--- config.mk ---
export PLATFORM = sky130hd
export DESIGN_NAME = readout_top
export DESIGN_NICKNAME = d
export VERILOG_FILES = /design/src/logic/disp_pkg.sv /design/src/logic/num_fmt_pkg.sv /design/src/logic/bin_to_bcd.sv /design/src/logic/digit_scan.sv /design/src/logic/readout_top.sv
export SDC_FILE = /design/constraint.sdc
export NUM_CORES = 1
export LEC_CHECK = 0
export ABC_CLOCK_PERIOD_IN_PS = 3300
export BUFFER_PORTS_ARGS = -buffer_cell sky130_fd_sc_hd__buf_2
export CORE_MARGIN = 3
export CORE_UTILIZATION = 31
export CTS_CLUSTER_DIAMETER = 30
export DETAILED_ROUTE_END_ITERATION = 12
export PLACE_DENSITY = 0.55
export RECOVER_POWER = 50
export SYNTH_ARGS = -nofsm -noshare
export SYNTH_HDL_FRONTEND = slang
export SYNTH_SLANG_ARGS = --single-unit
export TNS_END_PERCENT = 30
--- constraint.sdc ---
create_clock -name clk -period 3.3 [get_ports clk]
set_clock_uncertainty 0.15 [all_clocks]
set_input_delay 0.495 -clock clk [delete_from_list [all_inputs] [get_ports clk]]
set_output_delay 0.495 -clock clk [all_outputs]
set_load 0.02 [all_outputs]
--- src/logic/disp_pkg.sv ---
`default_nettype none

package disp_pkg;

	// --------------------
	// Segment constants
	// --------------------

	localparam int SEG_BITS = 7;	// Segments g down to a.

	localparam logic [SEG_BITS-1:0] SEG_OFF = 7'b000_0000;	// All segments dark.

	// --------------------
	// Scan timing
	// --------------------

	localparam int DEF_SCAN_DIV = 4;	// Clocks each digit stays selected.

	// --------------------
	// Segment table
	// --------------------

	// Active-high pattern, bit 6 is segment g and bit 0 is segment a.
	function automatic logic [SEG_BITS-1:0] seg_pattern(input logic [3:0] nibble);
		logic [SEG_BITS-1:0] pattern;
		case (nibble)
			4'd0: pattern = 7'b011_1111;
			4'd1: pattern = 7'b000_0110;
			4'd2: pattern = 7'b101_1011;
			4'd3: pattern = 7'b100_1111;
			4'd4: pattern = 7'b110_0110;
			4'd5: pattern = 7'b110_1101;
			4'd6: pattern = 7'b111_1101;
			4'd7: pattern = 7'b000_0111;
			4'd8: pattern = 7'b111_1111;
			4'd9: pattern = 7'b110_1111;
			default: begin
				pattern = SEG_OFF;	// Codes 10 to 15 are not decimal.
			end
		endcase
		return pattern;
	endfunction

endpackage

`default_nettype wire

--- src/logic/num_fmt_pkg.sv ---
`default_nettype none

package num_fmt_pkg;

	// --------------------
	// Binary input defaults
	// --------------------

	localparam int DEF_BIN_BITS = 10;	// Covers 0 to 1023.

	// --------------------
	// Width rules
	// --------------------

	// Number of decimal digits needed for the largest unsigned value of bin_bits.
	function automatic int bcd_digits(input int bin_bits);
		longint max_val;
		int     digits;
		max_val = (longint'(1) << bin_bits) - 1;
		digits  = 0;
		while (max_val > 0) begin
			digits  = digits + 1;
			max_val = max_val / 10;
		end
		if (digits == 0) begin
			digits = 1;	// A zero-width input still shows one digit.
		end
		return digits;
	endfunction

	// Ceiling of log2, never below one bit so that counters stay legal.
	function automatic int count_bits(input int bin_bits);
		int width;
		width = 0;
		while ((1 << width) < bin_bits) begin
			width = width + 1;
		end
		if (width < 1) begin
			width = 1;
		end
		return width;
	endfunction

endpackage

`default_nettype wire

--- src/logic/bin_to_bcd.sv ---
`timescale 1ns/10ps
`default_nettype none

module bin_to_bcd
	import num_fmt_pkg::*;
#(
	parameter int BIN_BITS = DEF_BIN_BITS
) (
	input  wire                               clk,
	input  wire                               rst,
	input  wire                               start,
	input  wire  [BIN_BITS-1:0]               bin_value,
	output logic                              busy,
	output logic                              done,
	output logic [4*bcd_digits(BIN_BITS)-1:0] bcd
);

	localparam int DIGITS  = bcd_digits(BIN_BITS);
	localparam int BCD_W   = 4 * DIGITS;
	localparam int COUNT_W = count_bits(BIN_BITS);

	typedef enum logic [2:0] {
		ST_IDLE    = 3'b001,
		ST_CONVERT = 3'b010,
		ST_OUTPUT  = 3'b100
	} state_t;

	state_t              state;
	state_t              next_state;
	logic [COUNT_W-1:0]  count;
	logic [BIN_BITS-1:0] bin_reg;
	logic [BCD_W-1:0]    shift_reg;
	logic [BCD_W-1:0]    adjusted;

	// --------------------
	// Add-three correction
	// --------------------

	always_comb begin
		for (int i = 0; i < DIGITS; i++) begin
			if (shift_reg[i*4 +: 4] >= 4'd5) begin
				adjusted[i*4 +: 4] = shift_reg[i*4 +: 4] + 4'd3;
			end else begin
				adjusted[i*4 +: 4] = shift_reg[i*4 +: 4];
			end
		end
	end

	// --------------------
	// Controller
	// --------------------

	always_ff @(posedge clk or negedge rst) begin
		if (!rst) begin
			state <= ST_IDLE;
		end else begin
			state <= next_state;
		end
	end

	always_comb begin
		next_state = state;
		case (state)
			ST_IDLE: begin
				if (start) begin
					next_state = ST_CONVERT;
				end
			end
			ST_CONVERT: begin
				if (count == COUNT_W'(BIN_BITS - 1)) begin
					next_state = ST_OUTPUT;	// Last shift happens on this edge.
				end
			end
			default: begin
				next_state = ST_IDLE;
			end
		endcase
	end

	assign busy = (state != ST_IDLE);

	always_ff @(posedge clk or negedge rst) begin
		if (!rst) begin
			count <= '0;
			done  <= 1'b0;
			bcd   <= '0;
		end else begin
			done <= 1'b0;
			case (state)
				ST_IDLE: begin
					count <= '0;
				end
				ST_CONVERT: begin
					count <= count + 1'b1;
				end
				ST_OUTPUT: begin
					bcd  <= shift_reg;
					done <= 1'b1;
				end
				default: begin
					count <= '0;
				end
			endcase
		end
	end

	// --------------------
	// Shift path
	// --------------------

	always_ff @(posedge clk) begin
		case (state)
			ST_IDLE: begin
				bin_reg   <= bin_value;	// Sampled on the same edge as start.
				shift_reg <= '0;
			end
			ST_CONVERT: begin
				{shift_reg, bin_reg} <= {adjusted[BCD_W-2:0], bin_reg, 1'b0};
			end
			default: begin
				shift_reg <= shift_reg;
			end
		endcase
	end

	function automatic logic digits_valid(input logic [BCD_W-1:0] value);
		logic ok;
		ok = 1'b1;
		for (int i = 0; i < DIGITS; i++) begin
			if (value[i*4 +: 4] > 4'd9) begin
				ok = 1'b0;
			end
		end
		return ok;
	endfunction

	a_done_single: assert property (@(posedge clk) disable iff (!rst) done |=> !done)
		else $error("done held high for more than one cycle");

	a_bcd_decimal: assert property (@(posedge clk) disable iff (!rst)
		done |-> digits_valid(bcd))
		else $error("bcd holds a nibble above nine at done");

endmodule

`default_nettype wire

--- src/logic/digit_scan.sv ---
`timescale 1ns/10ps
`default_nettype none

module digit_scan
	import num_fmt_pkg::*, disp_pkg::*;
#(
	parameter int BIN_BITS = DEF_BIN_BITS,
	parameter int SCAN_DIV = DEF_SCAN_DIV
) (
	input  wire                               clk,
	input  wire                               rst,
	input  wire                               load,
	input  wire  [4*bcd_digits(BIN_BITS)-1:0] bcd,
	output logic [SEG_BITS-1:0]               seg,
	output logic [bcd_digits(BIN_BITS)-1:0]   digit_sel
);

	localparam int DIGITS  = bcd_digits(BIN_BITS);
	localparam int BCD_W   = 4 * DIGITS;
	localparam int DWELL_W = count_bits(SCAN_DIV);
	localparam int POS_W   = count_bits(DIGITS);

	logic [BCD_W-1:0]   shown;
	logic [DIGITS-1:0]  blank;
	logic [DIGITS-1:0]  blank_next;
	logic [DWELL_W-1:0] dwell;
	logic [POS_W-1:0]   pos;

	// --------------------
	// Leading-zero blanking
	// --------------------

	// Walk down from the top digit until the first nonzero nibble.
	always_comb begin : lead_zero
		logic seen;
		seen       = 1'b0;
		blank_next = '0;
		for (int i = DIGITS - 1; i > 0; i--) begin
			if (bcd[i*4 +: 4] != 4'd0) begin
				seen = 1'b1;
			end
			blank_next[i] = !seen;
		end
	end

	always_ff @(posedge clk or negedge rst) begin
		if (!rst) begin
			blank <= '1;	// Dark display until the first result arrives.
		end else if (load) begin
			blank <= blank_next;
		end
	end

	always_ff @(posedge clk) begin
		if (load) begin
			shown <= bcd;
		end
	end

	// --------------------
	// Digit scan
	// --------------------

	always_ff @(posedge clk or negedge rst) begin
		if (!rst) begin
			dwell <= '0;
			pos   <= '0;
		end else if (dwell == DWELL_W'(SCAN_DIV - 1)) begin
			dwell <= '0;
			if (pos == POS_W'(DIGITS - 1)) begin
				pos <= '0;	// Wrap back to digit 0.
			end else begin
				pos <= pos + 1'b1;
			end
		end else begin
			dwell <= dwell + 1'b1;
		end
	end

	assign digit_sel = DIGITS'(1) << pos;

	assign seg = blank[pos] ? SEG_OFF : seg_pattern(shown[pos*4 +: 4]);

	a_sel_onehot: assert property (@(posedge clk) disable iff (!rst) $onehot(digit_sel))
		else $error("digit_sel is not one-hot");

endmodule

`default_nettype wire

--- src/logic/readout_top.sv ---
`timescale 1ns/10ps
`default_nettype none

module readout_top
	import num_fmt_pkg::*, disp_pkg::*;
#(
	parameter int BIN_BITS = DEF_BIN_BITS,
	parameter int SCAN_DIV = DEF_SCAN_DIV
) (
	input  wire                               clk,
	input  wire                               rst,
	input  wire                               start,
	input  wire  [BIN_BITS-1:0]               bin_value,
	output logic                              busy,
	output logic                              done,
	output logic [4*bcd_digits(BIN_BITS)-1:0] bcd,
	output logic [SEG_BITS-1:0]               seg,
	output logic [bcd_digits(BIN_BITS)-1:0]   digit_sel
);

	// --------------------
	// Converter
	// --------------------

	bin_to_bcd #(
		.BIN_BITS (BIN_BITS)
	) u_bin_to_bcd (
		.clk       (clk),
		.rst       (rst),
		.start     (start),
		.bin_value (bin_value),
		.busy      (busy),
		.done      (done),
		.bcd       (bcd)
	);

	// --------------------
	// Display
	// --------------------

	// The done pulse loads each new result into the scanner.
	digit_scan #(
		.BIN_BITS (BIN_BITS),
		.SCAN_DIV (SCAN_DIV)
	) u_digit_scan (
		.clk       (clk),
		.rst       (rst),
		.load      (done),
		.bcd       (bcd),
		.seg       (seg),
		.digit_sel (digit_sel)
	);

endmodule

`default_nettype wire

==> results.json, run 1 <==
{
  "drive_gt1_frac": 0.247,
  "synth_cell_types": 31,
  "p_leak_nw": 1.75,
  "clock_latency_ps": 340,
  "overflow": 0,
  "setup_violations": 0,
  "path_class": "flop to primary output",
  "synth_seq_cells": 74,
  "final_common_cell": "nand2_1",
  "syn_area_per_cell_um2": 12.3,
  "pre_cts_ws_ps": 405,
  "synth_nets": 312,
  "cts_root_buffer": "clkbuf_8",
  "routabilityCongestion": 0.806,
  "cp_max_fo": 9,
  "hold_violations": 0,
  "synthCells": 279,
  "synth_top_cell_by_area": "edfxtp_1",
  "grt_pass1_vias": 2300,
  "fin_ws_ps": 172,
  "grt_max_degree": 33,
  "die_h_um": 111,
  "core_area_mm2": 0.0106,
  "max-slew-margin-rel": -0.216,
  "viasPerCell": 4.57,
  "initialDrtViolationCount": 68,
  "powerDensity_mw_per_mm2": 683,
  "drc": 0,
  "ys_seq_area_frac": 0.601,
  "grt_pass1_wl_um": 11200,
  "hp-class": "input port to flop",
  "ir_worst_vdd_mv": 0.712,
  "rows": 37,
  "ant_nets": 0,
  "critPathMaxStageDelay_ps": 620,
  "synthesis.area_mm2": 0.00344,
  "post-cts-setup-buffer-count": 0,
  "crit_slowest_cell": "mux4_2",
  "setup_tns_ps": 0,
  "fp.dieW_um": 111,
  "cp.required_ps": 2650,
  "violations": "capacitance limit, slew limit",
  "pin_count": 42,
  "firstDrtPassIters": 4,
  "synth.top_cell.area_share": 0.366,
  "crit_chain": "mux4_2, inv_1, ha_1, inv_1, mux2_4, o22a_1, nor2_1, buf_2",
  "slew_violations": 33,
  "numClockSinks": 74,
  "fill_cells": 1055,
  "cts_tree": "done",
  "drv_cap": 1,
  "worstSetupEndpointType": "primary output",
  "cts.path.max_buffers": 2,
  "antenna_found_initial": 0,
  "start_kind": "flop",
  "htreeDepth": 3,
  "start_util": 0.326,
  "dp_cells": 452,
  "cts.reportedPaths.clkPinSlew_ps": 70,
  "multi_input_area_mm2": 0.00127,
  "wire_per_inst_um": 13.5,
  "layout_min_cycle_time_ps": 3130,
  "final_cell_mix": "nand2_1, edfxtp_1, buf_2",
  "portBuffers": 41,
  "die-area_mm2": 0.0124,
  "n_antenna_cell": 0,
  "nets": 360,
  "stdcell_area_mm2": 0.00403,
  "dp_hpwl_um": 4450,
  "cts_buffers": 9,
  "grt_use_total": 0.112,
  "fin_cells": 468,
  "post-route-util": 0.382,
  "wl_um": 6300,
  "status": "finished, violations left",
  "fin_crit_sh": 0.948,
  "yosysWarningCount": 0,
  "syn_to_final_growth_pct": 17.0,
  "vias": 2140,
  "worstMarginPinSlew_ps": 1820,
  "rsz0062_at_grt": "no",
  "yosys-top-cells-area": "edfxtp_1, dfrtp_1, ha_1",
  "dpl-instance-area_mm2": 0.00382,
  "fmax_ghz": 0.320,
  "cp.arrival_ps": 2480,
  "cpMostUsedCell": "inv_1",
  "ff_latch_area_mm2": 0.00207
}
critical path, delay by kind of cell (launching register included):
family / cells / cell delay [ps]
and+or+nand+nor: 1 / 90
AOI/OAI and AO/OA: 1 / 180
adders and majority gates: 1 / 150
muxes: 2 / 870
DFF: 1 / 500
buffers and inverters: 3 / 360
worst paths after layout:
kind | startpoint | to | slack, ps | cells after the start
min reg2reg | u_digit_scan.dwell[0]$_DFF_PN0_ | u_digit_scan.dwell[0]$_DFF_PN0_ | 280 | 1
max | u_digit_scan.pos[0]$_DFFE_PN0P_ | seg[4] | 170 | 8
max in group asynchronous | rst | u_digit_scan.pos[0]$_DFFE_PN0P_ | 1330 | 1
min in group asynchronous | rst | u_bin_to_bcd.done$_DFF_PN0_ | 490 | 1
max reg2reg | u_bin_to_bcd.state[1]$_DFFE_PN0P_ | u_bin_to_bcd.bcd[4]$_DFFE_PN0P_ | 1100 | 3
min | start | u_bin_to_bcd.state[0]$_DFFE_PN1P_ | 150 | 2
per-stage QoR:
stage / total power, W / hold WS, ps
finish: 0.00275 / 149
global route: 0.00296 / 147
CTS: 0.00280 / 98.8
detailed placement: 0.00197 / 277
global placement: 0.00195 / 263
floorplan: 0.00179 / 49.4
area by class of cell:
| type | count | area share |
|---|---|---|
| inverters | 18 | 0.0168 |
| multi-input cells | 179 | 0.315 |
| clock inverters | 5 | 0.0255 |
| clock buffers | 11 | 0.0326 |
| well taps | 136 | 0.0422 |
| repair buffers | 45 | 0.0543 |
| flip-flops and latches | 74 | 0.514 |
layer usage:
metal  global-route usage  routed length [um]  vias up
li1                     -                   -     1061
met1                0.141                2970     1022
met2                0.185                2930       44
met3               0.0299                 260       13
met4               0.0397                 133        0
met5                    0                   0        -
repair_timing:
item,4_1_cts,5_1_grt
hold buffers,0,0
gates resized for setup,0,1
setup endpoints to repair,0,1
where the power goes:
part / switching [W] / internal, W
Combinational: 0.000365 / 0.000215
Sequential: 0.000123 / 0.00123
Clock: 0.000316 / 0.000502
Total: 0.000804 / 0.00195
cell families after synthesis:
| logic type | share of synthesized area |
|---|---|
| AOI/OAI and AO/OA | 0.0560 |
| xor gates and xnor gates | 0.0229 |
| adders and majority gates | 0.0727 |
| buffers and inverters | 0.0305 |
| DFF | 0.601 |
| muxes | 0.0985 |
| and+or+nand+nor | 0.119 |
cell usage after synthesis:
library cell and instances:
a211oi_1 4, a21oi_1 12, and2_1 2, buf_6 1
clkbuf_1 7, dfrtp_1 27, dfstp_2 5, edfxtp_1 42
ha_1 20, inv_1 18, mux2_2 17, mux2_4 1
mux2i_1 2, mux4_2 5, nand2_1 48, nand2b_1 7
nand3_1 2, nor2_1 16, nor2b_1 5, nor3_1 4
nor3b_1 3, nor4_1 2, o21ai_0 13, o21bai_1 1
o22a_1 1, o22ai_1 1, o31ai_1 2, or3b_2 1
or4_1 1, xnor2_1 4, xor2_1 5
Power figures use the tool's default switching activity.
==> run 2, diff against run 1 <==
--- a/config.mk
+++ b/config.mk
@@ -10,9 +10,10 @@
 export CORE_MARGIN = 3
 export CORE_UTILIZATION = 31
 export CTS_CLUSTER_DIAMETER = 30
+export CTS_CLUSTER_SIZE = 28
 export DETAILED_ROUTE_END_ITERATION = 12
 export PLACE_DENSITY = 0.55
-export RECOVER_POWER = 50
+export RECOVER_POWER = 25
 export SYNTH_ARGS = -nofsm -noshare
 export SYNTH_HDL_FRONTEND = slang
 export SYNTH_SLANG_ARGS = --single-unit
==> results.json, run 2 (synthesized netlist as in run 1, its figures left out) <==
{
  "cts_buffers": 9,
  "cts_root_buffer": "clkbuf_8",
  "vias": 2139,
  "min_to": "u_bin_to_bcd.state[0]$_DFFE_PN1P_",
  "pwr-share-clk": 0.297,
  "p_leak_nw": 1.78,
  "cp_max_fo": 9,
  "hp-class": "input port to flop",
  "critical_path_depth": 8,
  "cts_tree": "done",
  "worstMarginPinSlew_ps": 1820,
  "ir_worst_vdd_mv": 0.697,
  "cts.path.max_buffers": 2,
  "crit_chain": "mux4_2, inv_1, ha_1, inv_1, mux2_4, o22a_1, nor2_1, buf_2",
  "start_util": 0.326,
  "power.total_w": 0.00276,
  "r2r-start": "u_bin_to_bcd.state[2]$_DFFE_PN0P_",
  "antenna_found_initial": 0,
  "nets": 360,
  "cp_top_family": "multiplexers",
  "portBuffers": 41,
  "whs_path_depth": 2,
  "layout_min_cycle_time_ps": 3130,
  "dp_hpwl_um": 4450,
  "viasPerCell": 4.57,
  "cts.reportedPaths.clkPinSlew_ps": 70,
  "hold_ws_ps": 147,
  "setup_tns_ps": 0,
  "fill_cells": 1051,
  "fmax_ghz": 0.320,
  "slew_violations": 33,
  "grt_pass1_vias": 2300,
  "powerDensity_mw_per_mm2": 681,
  "final_common_cell": "nand2_1",
  "final_cell_mix": "nand2_1, edfxtp_1, buf_2",
  "switching_share": 0.292,
  "sequentialPowerShare": 0.492,
  "syn_to_final_growth_pct": 17.5,
  "wire_per_inst_um": 13.5,
  "fin_crit_sh": 0.948,
  "grt_pass1_wl_um": 11200,
  "ff2ff_path_depth": 3,
  "grt_max_degree": 33,
  "combPwrFrac": 0.211,
  "overflow": 0,
  "worstSetupEndpointType": "primary output",
  "path_class": "flop to primary output",
  "status": "finished, violations left",
  "crit_start": "u_digit_scan.pos[0]$_DFFE_PN0P_",
  "cpMostUsedCell": "inv_1",
  "crit_slowest_cell": "mux4_2",
  "grt_use_total": 0.112,
  "die_h_um": 111,
  "drv_cap": 1,
  "timing.rr.end": "u_bin_to_bcd.shift_reg[3]$_SDFFCE_PN0N_",
  "critPathMaxStageDelay_ps": 620,
  "hold_buffers": 0,
  "routabilityCongestion": 0.806,
  "cp.arrival_ps": 2480,
  "drive_gt1_frac": 0.265,
  "reg2reg_slack_ps": 1160,
  "hold_violations": 0,
  "switchingPower_w": 0.000805,
  "setup_violations": 0,
  "initialDrtViolationCount": 75,
  "wl_um": 6300,
  "fp.dieW_um": 111,
  "die-area_mm2": 0.0124,
  "cp.required_ps": 2650,
  "start_kind": "flop",
  "n_antenna_cell": 0,
  "cp_num_buf_inv": 3,
  "numClockSinks": 74,
  "pin_count": 42,
  "firstDrtPassIters": 4,
  "rsz0062_at_grt": "no",
  "drc": 0,
  "htreeDepth": 3,
  "p_int_w": 0.00195,
  "worstHoldStart": "start",
  "rows": 37,
  "ant_nets": 0,
  "violations": "capacitance limit, slew limit",
  "max-slew-margin-rel": -0.211,
  "clock_latency_ps": 340,
  "core_area_mm2": 0.0106
}
-- run 2: per-stage QoR --
stage | instances | util | instance area [um^2] | setup slack, ps
2_1_floorplan | 279 | - | 3440 | 599
3_3_place_gp | 452 | 0.362 | 3820 | 489
3_5_place_dp | 452 | 0.362 | 3820 | 405
4_1_cts | 468 | 0.384 | 4050 | 20.5
5_1_grt | 468 | 0.383 | 4050 | 36.2
6_report | 468 | 0.383 | 4050 | 171
-- run 2: what timing repair did --
action / in CTS / in global routing
gates resized for setup: 0 / 1
setup endpoints to repair: 0 / 1
setup buffers: 0 / 0
-- run 2: area by class of cell --
type                    count  area (um^2)  share of cell area
clock buffers              11          131              0.0325
clock inverters             5          103              0.0254
inverters                  18         67.6              0.0167
multi-input cells         179         1270               0.315
flip-flops and latches     74         2070               0.511
well taps                 136          170              0.0421
repair buffers             45          230              0.0569
-- run 2: how the worst max path moves through the flow --
stage	endpoint	slack (ps)
after floorplan	seg[4]	600
after global placement	seg[4]	490
after detailed placement	seg[4]	400
after CTS	seg[4]	20
after global routing	seg[4]	40
final	seg[4]	170
-- run 2: power groups by stage --
stage,clock [W],combinational [W],sequential [W]
floorplan,0,0.000458,0.00134
global placement,0,0.000578,0.00137
detailed placement,0,0.000593,0.00138
CTS,0.000844,0.000599,0.00136
global route,0.000880,0.000691,0.00139
finish,0.000818,0.000582,0.00136
-- run 2: metal layers --
layer | GRT usage | vias up | part of all wire
met5 | 0 | - | 0
met4 | 0.0397 | 0 | 0.021
met3 | 0.0299 | 13 | 0.041
met2 | 0.185 | 44 | 0.47
met1 | 0.141 | 1021 | 0.47
li1 | - | 1061 | -
